<file path="config.mk">
export PLATFORM = sky130hd
export DESIGN_NAME = parkingMeter
export DESIGN_NICKNAME = d
export VERILOG_FILES = /design/src/verilog/meterPkg.sv /design/src/verilog/bcdTimeKeeper.sv /design/src/verilog/buttonEdges.sv /design/src/verilog/parkingMeter.sv /design/src/verilog/secondTicker.sv /design/src/verilog/segmentDriver.sv
export SDC_FILE = /design/constraint.sdc
export NUM_CORES = 1
export LEC_CHECK = 0
export ABC_AREA = 1
export BUFFER_PORTS_ARGS = -buffer_cell sky130_fd_sc_hd__buf_2
export CAP_MARGIN = 20
export CORE_ASPECT_RATIO = 0.75
export CORE_MARGIN = 2
export CORE_UTILIZATION = 50
export CTS_CLUSTER_SIZE = 16
export DETAILED_ROUTE_END_ITERATION = 8
export PLACE_DENSITY = 0.73
export SYNTH_ARGS = -nofsm -noshare
export SYNTH_HDL_FRONTEND = slang
export SYNTH_SLANG_ARGS = --single-unit
</file>
<file path="constraint.sdc">
create_clock -name clock -period 5.5 [get_ports clock]
set_input_delay 1.65 -clock clock [delete_from_list [all_inputs] [get_ports clock]]
set_output_delay 1.65 -clock clock [all_outputs]
set_load 0.02 [all_outputs]
</file>
<file path="src/verilog/meterPkg.sv">
`default_nettype none

package meterPkg;

	////////////////////
	// digit and time types

	typedef logic [3:0] bcdDigitT; // one decimal digit, 0 to 9

	// most significant digit first
	typedef struct packed {
		bcdDigitT minTens;
		bcdDigitT minOnes;
		bcdDigitT secTens;
		bcdDigitT secOnes;
	} meterTimeT;

	// single-cycle strobe into the time keeper
	typedef struct packed {
		logic      valid;
		logic      isPreset; // load amount instead of adding it
		meterTimeT amount;
	} meterRequestT;

	////////////////////
	// display types

	typedef logic [6:0] segmentT; // active low, bit 6 is a, bit 0 is g

	typedef struct packed {
		segmentT minTens;
		segmentT minOnes;
		segmentT secTens;
		segmentT secOnes;
	} segmentBankT;

	localparam segmentT blankSegment = 7'b1111111; // all segments dark

	////////////////////
	// button amounts and limits

	localparam meterTimeT addOneMinute    = '{minTens: 4'd0, minOnes: 4'd1,
		secTens: 4'd0, secOnes: 4'd0};
	localparam meterTimeT addTwoMinutes   = '{minTens: 4'd0, minOnes: 4'd2,
		secTens: 4'd0, secOnes: 4'd0};
	localparam meterTimeT addThreeMinutes = '{minTens: 4'd0, minOnes: 4'd3,
		secTens: 4'd0, secOnes: 4'd0};
	localparam meterTimeT addFiveMinutes  = '{minTens: 4'd0, minOnes: 4'd5,
		secTens: 4'd0, secOnes: 4'd0};

	localparam meterTimeT presetShort = '{minTens: 4'd0, minOnes: 4'd0,
		secTens: 4'd1, secOnes: 4'd5}; // 00:15
	localparam meterTimeT presetLong  = '{minTens: 4'd0, minOnes: 4'd2,
		secTens: 4'd3, secOnes: 4'd0}; // 02:30

	localparam meterTimeT maxTime = '{minTens: 4'd9, minOnes: 4'd9,
		secTens: 4'd5, secOnes: 4'd9}; // 99:59 saturation point

	localparam int defaultSecondDivisor = 50000000; // 50 MHz board clock

endpackage

`default_nettype wire

</file>
<file path="src/verilog/bcdTimeKeeper.sv">
`default_nettype none
`timescale 1ns/100ps

module bcdTimeKeeper (
	input  logic                   clock,
	input  logic                   reset,
	input  meterPkg::meterRequestT request,
	input  logic                   secondTick,
	output meterPkg::meterTimeT    remaining,
	output logic                   expired
);

	import meterPkg::*;

	////////////////////
	// digit helpers

	// returns {carryOut, digit}
	function automatic logic [4:0] addDigit(
		input bcdDigitT   a,
		input bcdDigitT   b,
		input logic       carryIn,
		input logic [4:0] radix
	);
		logic [4:0] sum;
		sum = 5'(a) + 5'(b) + 5'(carryIn);
		if (sum >= radix)
			return {1'b1, 4'(sum - radix)};
		else
			return {1'b0, sum[3:0]};
	endfunction

	// returns {borrowOut, digit}
	function automatic logic [4:0] subDigit(
		input bcdDigitT a,
		input logic     borrowIn,
		input bcdDigitT topDigit
	);
		if (borrowIn && a == 4'd0)
			return {1'b1, topDigit}; // wrap and pass the borrow on
		else
			return {1'b0, 4'(a - borrowIn)};
	endfunction

	////////////////////
	// next value

	meterTimeT sumTime;
	meterTimeT addedTime;
	meterTimeT decTime;
	meterTimeT nextTime;
	logic      secOnesCarry;
	logic      secTensCarry;
	logic      minOnesCarry;
	logic      minTensCarry;
	logic      secOnesBorrow;
	logic      secTensBorrow;
	logic      minOnesBorrow;
	logic      minTensBorrow;
	logic      isZero;

	assign isZero = (remaining == '0);

	// bcd add, seconds tens in base 6
	always_comb
	begin
		{secOnesCarry, sumTime.secOnes} =
			addDigit(remaining.secOnes, request.amount.secOnes, 1'b0, 5'd10);
		{secTensCarry, sumTime.secTens} =
			addDigit(remaining.secTens, request.amount.secTens, secOnesCarry, 5'd6);
		{minOnesCarry, sumTime.minOnes} =
			addDigit(remaining.minOnes, request.amount.minOnes, secTensCarry, 5'd10);
		{minTensCarry, sumTime.minTens} =
			addDigit(remaining.minTens, request.amount.minTens, minOnesCarry, 5'd10);
		addedTime = minTensCarry ? maxTime : sumTime; // saturate past 99:59
	end

	// one second down, only used when nonzero
	always_comb
	begin
		{secOnesBorrow, decTime.secOnes} = subDigit(remaining.secOnes, 1'b1, 4'd9);
		{secTensBorrow, decTime.secTens} = subDigit(remaining.secTens, secOnesBorrow, 4'd5);
		{minOnesBorrow, decTime.minOnes} = subDigit(remaining.minOnes, secTensBorrow, 4'd9);
		{minTensBorrow, decTime.minTens} = subDigit(remaining.minTens, minOnesBorrow, 4'd9);
	end

	// a request on a tick clock takes precedence and the tick is lost
	always_comb
	begin
		if (request.valid)
			nextTime = request.isPreset ? request.amount : addedTime;
		else if (secondTick && !isZero && !minTensBorrow)
			nextTime = decTime;
		else
			nextTime = remaining; // hold, 00:00 stays put
	end

	////////////////////
	// state

	always_ff @(posedge clock or posedge reset)
	begin
		if (reset)
		begin
			remaining <= '0;
			expired <= 1'b1;
		end
		else
		begin
			remaining <= nextTime;
			expired <= (nextTime == '0); // tracks remaining in the same cycle
		end
	end

endmodule

`default_nettype wire

</file>
<file path="src/verilog/buttonEdges.sv">
`default_nettype none
`timescale 1ns/100ps

module buttonEdges (
	input  logic                  clock,
	input  logic                  reset,
	input  logic                  addOne,
	input  logic                  addTwo,
	input  logic                  addThree,
	input  logic                  addFive,
	input  logic                  presetShortIn,
	input  logic                  presetLongIn,
	output meterPkg::meterRequestT request
);

	import meterPkg::*;

	logic [5:0] levels;     // index 0 has the highest priority
	logic [5:0] prevLevels;
	logic [5:0] rising;
	meterRequestT nextRequest;

	assign levels = {addFive, addThree, addTwo, addOne, presetLongIn, presetShortIn};
	assign rising = levels & ~prevLevels;

	// one request per edge, presets first
	always_comb
	begin
		nextRequest = '0;
		nextRequest.valid = |rising;
		if (rising[0])
		begin
			nextRequest.isPreset = 1'b1;
			nextRequest.amount = presetShort;
		end
		else if (rising[1])
		begin
			nextRequest.isPreset = 1'b1;
			nextRequest.amount = presetLong;
		end
		else if (rising[2])
			nextRequest.amount = addOneMinute;
		else if (rising[3])
			nextRequest.amount = addTwoMinutes;
		else if (rising[4])
			nextRequest.amount = addThreeMinutes;
		else if (rising[5])
			nextRequest.amount = addFiveMinutes;
	end

	always_ff @(posedge clock or posedge reset)
	begin
		if (reset)
		begin
			prevLevels <= '0;
			request <= '0;
		end
		else
		begin
			prevLevels <= levels;
			request <= nextRequest; // strobe lasts one clock
		end
	end

endmodule

`default_nettype wire

</file>
<file path="src/verilog/parkingMeter.sv">
`default_nettype none
`timescale 1ns/100ps

module parkingMeter #(
	parameter int SecondDivisor = meterPkg::defaultSecondDivisor
) (
	input  logic                  clock,
	input  logic                  reset,
	input  logic                  addOne,
	input  logic                  addTwo,
	input  logic                  addThree,
	input  logic                  addFive,
	input  logic                  presetShortIn,
	input  logic                  presetLongIn,
	output meterPkg::meterTimeT   remaining,
	output logic                  expired,
	output meterPkg::segmentBankT segments
);

	import meterPkg::*;

	meterRequestT request;    // button strobe
	logic         secondTick;
	logic         flashPhase; // blink phase for the expired display

	buttonEdges buttonEdges_i (
		.clock         (clock),
		.reset         (reset),
		.addOne        (addOne),
		.addTwo        (addTwo),
		.addThree      (addThree),
		.addFive       (addFive),
		.presetShortIn (presetShortIn),
		.presetLongIn  (presetLongIn),
		.request       (request)
	);

	secondTicker #(
		.SecondDivisor (SecondDivisor)
	) secondTicker_i (
		.clock      (clock),
		.reset      (reset),
		.secondTick (secondTick),
		.flashPhase (flashPhase)
	);

	bcdTimeKeeper bcdTimeKeeper_i (
		.clock      (clock),
		.reset      (reset),
		.request    (request),
		.secondTick (secondTick),
		.remaining  (remaining),
		.expired    (expired)
	);

	segmentDriver segmentDriver_i (
		.remaining  (remaining),
		.expired    (expired),
		.flashPhase (flashPhase),
		.segments   (segments)
	);

endmodule

`default_nettype wire

</file>
<file path="src/verilog/secondTicker.sv">
`default_nettype none
`timescale 1ns/100ps

module secondTicker #(
	parameter int SecondDivisor = 50000000
) (
	input  logic clock,
	input  logic reset,
	output logic secondTick,
	output logic flashPhase
);

	localparam int CountWidth = (SecondDivisor > 1) ? $clog2(SecondDivisor) : 1;

	logic [CountWidth-1:0] count;
	logic                  wrap;

	assign wrap = (count == CountWidth'(SecondDivisor - 1));

	////////////////////
	// divider

	always_ff @(posedge clock or posedge reset)
	begin
		if (reset)
		begin
			count <= '0;
			secondTick <= 1'b0;
			flashPhase <= 1'b0;
		end
		else
		begin
			secondTick <= wrap; // one clock per second
			if (wrap)
			begin
				count <= '0;
				flashPhase <= ~flashPhase; // half-rate blink for the expired display
			end
			else
				count <= count + 1'b1;
		end
	end

endmodule

`default_nettype wire

</file>
<file path="src/verilog/segmentDriver.sv">
`default_nettype none
`timescale 1ns/100ps

module segmentDriver (
	input  meterPkg::meterTimeT   remaining,
	input  logic                  expired,
	input  logic                  flashPhase,
	output meterPkg::segmentBankT segments
);

	import meterPkg::*;

	// active-low pattern, a in bit 6
	function automatic segmentT decodeDigit(input bcdDigitT digit);
		case (digit)
			4'd0:    return 7'b0000001;
			4'd1:    return 7'b1001111;
			4'd2:    return 7'b0010010;
			4'd3:    return 7'b0000110;
			4'd4:    return 7'b1001100;
			4'd5:    return 7'b0100100;
			4'd6:    return 7'b0100000;
			4'd7:    return 7'b0001111;
			4'd8:    return 7'b0000000;
			4'd9:    return 7'b0000100;
			default: return 7'b0000001; // bad codes show zero
		endcase
	endfunction

	logic blankNow;

	assign blankNow = expired && flashPhase; // flash while at 00:00

	always_comb
	begin
		if (blankNow)
		begin
			segments.minTens = blankSegment;
			segments.minOnes = blankSegment;
			segments.secTens = blankSegment;
			segments.secOnes = blankSegment;
		end
		else
		begin
			segments.minTens = decodeDigit(remaining.minTens);
			segments.minOnes = decodeDigit(remaining.minOnes);
			segments.secTens = decodeDigit(remaining.secTens);
			segments.secOnes = decodeDigit(remaining.secOnes);
		end
	end

endmodule

`default_nettype wire
</file>
==> impl_metrics.ini <==
[cells_and_area]
drive_gt1_share_pct = 27.0
final_common_cell = nand2_1
final_nets = 774
ff_latch_area_um2 = 1460
multi_input_area_um2 = 2990
num-fill-cells = 748
final_cell_mix = nand2_1, inv_1, nand3_1, dfrtp_1, buf_2
insertedDiodeCount = 0
syn_to_final_growth_pct = 25.5

[die]
io_pins = 53
start_util_pct = 51.3
die_w_um = 115
core_um2 = 9010
chipHeight_um = 87.3
dieArea_um2 = 10000
rows = 30

[flow_run]
maxCapViolations = 0

[cts]
root_buffer = clkbuf_16
cts_tree = built
clk_pin_slew_ns = 0.05
cts_hold_buffers = 0
numClockSinks = 58
htree_levels = 3
cts_buffers = 9
clk_latency_ns = 0.33
cts_buffer_depth = 2

[grt]
grt_antenna_before_repair = 0
grt_max_degree = 31
grt_first_pass_wirelength_mm = 20.5
grt_pass1_vias = 4285
gr-total-overflow = 0
grt_usage_pct = 26.0

[yosys]
synth_top_area_share_pct = 30.9
ys_seq_area_share_pct = 31.4
synthCells = 644
synth_area_leader_cell = dfrtp_1
synth-seq-cells = 58
synth_fp_nets = 691
synthTopCellsByArea = dfrtp_1, nand2_1, ha_1, inv_1, nand3_1
yosysWarnings = 0
synth-main-ff-cell = dfrtp_1
synth_edf_count = 0
syn_avg_cell_area_um2 = 7.17
async_flop_share_pct = 100
synth_cell_type_count = 47
syn-cell-area_um2 = 4620

[power]
leakage_uw = 0.00310
irDropWorstVdd_mv = 0.320
powerDensity_nw_per_um2 = 474

[detailed_routing]
routed_via_density = 5.48
routed_wl_mm = 12.8
drc_errors = 0
via_count = 4628
dr.pass1.iters = 5
drt_iter0_drc = 425
ant_nets = 0
wl_per_cell_um = 15.2

[timing]
drv_slew = 0
fin_tns_setup_ns = -0.127
setup_viol = 1
hold_viol = 0
clock_skew_ns = 0.00578
maxSlewHeadroom_pct = 42.0
rsz0062_at_grt = yes
fin_crit_sh_pct = 102
tightest_slew_ns = 0.868
setup_ws_ns = -0.127
clock.fmax_mhz = 178
final.min_clock_period_ns = 5.63

[placement]
place_hpwl_mm = 9.06
place_congestion = 0.917
dp_slack_ns = -0.338
port-buffer-count = 52

[worst_setup_path]
regToRegEndpoint = bcdTimeKeeper_i.expired
cp.required_ns = 5.77
crit_type = flip-flop to flip-flop
worstReg2RegStart = buttonEdges_i.request[0]
worst_setup_path_start_kind = flip-flop
cpMostUsedCell = nand2_2
critPathMaxStageDelay_ns = 0.48
endpoint_kind = flip-flop
critPathArrivalTime_ns = 5.89
cpMaxStageDelayCell = fa_2
rrSetupSlack_ns = -0.13
reg2regPathDepth = 40
path_max_fanout = 5

[worst_hold_path]
min_from = secondTicker_i.count[0]
whs_endpoint = secondTicker_i.count[0]
hp-class = flip-flop to flip-flop
worst_hold_path.num_cells = 1

[run_status]
run_status = finished with violations
violations = setup timing
[final cells by class]
type	count	area share, %
timing repair buffer	85	9.17
sequential	58	25.1
tap	112	2.42
clock buffer	14	4.73
clock inverter	2	0.604
multi-input combinational	474	51.5
inverter	99	6.45
[through the flow]
stage / area, um^2 / hold slack [ns] / power (uW) / utilization [%] / cells
after CTS: 5650 / 0.461 / 2620 / 62.7 / 839
after global routing: 5800 / 0.478 / 2950 / 64.4 / 844
final: 5800 / 0.458 / 2750 / 64.4 / 844
after floorplan: 4680 / 0.418 / 1500 / - / 644
after global placement: 5170 / 0.449 / 1880 / 57.3 / 819
after detailed placement: 5170 / 0.455 / 1920 / 57.3 / 819
[cell families after synthesis]
logic type,share of synthesized area [%]
AND/OR/NAND/NOR,34.1
buffers and inverters,10.3
AO/OA/AOI/OAI,9.75
flip-flops,31.4
adder cells (fa/ha/maj),11.2
XOR/XNOR,3.22
[layer usage]
layer / vias to the layer above / GRT usage, % / share of wire [%]
met3: 31 / 5.29 / 7.5
met4: 0 / 7.34 / 1.7
met1: 2142 / 35.4 / 44
li1: 2251 / - / -
met2: 204 / 42.1 / 46
met5: - / 0 / 0
[worst max path at each step]
stage | cells after the start | to | startpoint | slack (ns)
floorplan | 35 | bcdTimeKeeper_i.expired | bcdTimeKeeper_i.remaining[0] | 0.01
global placement | 35 | bcdTimeKeeper_i.expired | buttonEdges_i.request[0] | -0.04
detailed placement | 39 | bcdTimeKeeper_i.expired | buttonEdges_i.request[0] | -0.34
CTS | 39 | bcdTimeKeeper_i.expired | buttonEdges_i.request[0] | 0.005
global route | 40 | bcdTimeKeeper_i.expired | buttonEdges_i.request[0] | -0.41
finish | 40 | bcdTimeKeeper_i.expired | buttonEdges_i.request[0] | -0.13
[cell usage after synthesis (2+ instances only)]
master and n:
clkbuf_1 4, nand2_4 2, nor3_1 12, inv_1 94
o21ai_1 4, buf_2 3, nor4_1 6, xor2_1 14
dfrtp_1 57, a21oi_1 25, nor2_1 50, nor2_8 2
or2_2 3, xnor2_1 3, nand3_2 2, buf_6 4
o211ai_1 6, nand4_1 12, nand2_1 164, inv_2 3
and2_1 3, ha_1 35, o21ai_0 41, nand3_1 62
a21oi_2 2, nor2_2 4, fa_1 4, nand2_2 4
[report_power, final]
| part | internal [uW] | leakage (uW) | switching [uW] |
|---|---|---|---|
| Combinational | 662 | 0.00221 | 934 |
| Clock | 387 | 0.000153 | 192 |
| Sequential | 471 | 0.000745 | 104 |
[worst max-delay path: cells and delay by family (launching register included)]
family,cells,cell delay (ns)
adders and majority gates,10,2.48
AOI/OAI and AO/OA,1,0.13
buffers and inverters,6,0.38
and+or+nand+nor,23,2.08
DFF,1,0.45
[sequential cells by signal, indices dropped and copies added, names as in the netlist]
| signal | count |
|---|---|
| buttonEdges_i.prevLevels | 6 |
| secondTicker_i.count | 26 |
| buttonEdges_i.request | 7 |
| bcdTimeKeeper_i.expired | 1 |
| secondTicker_i.flashPhase | 1 |
| secondTicker_i.secondTick | 1 |
| bcdTimeKeeper_i.remaining | 16 |
[repair_timing]
action	4_1_cts	5_1_grt
buffers inserted	4	7
pin swaps	23	32
resized for setup	39	32
setup endpoints to repair	13	16
Note: power is estimated with default switching activity, not from simulation.
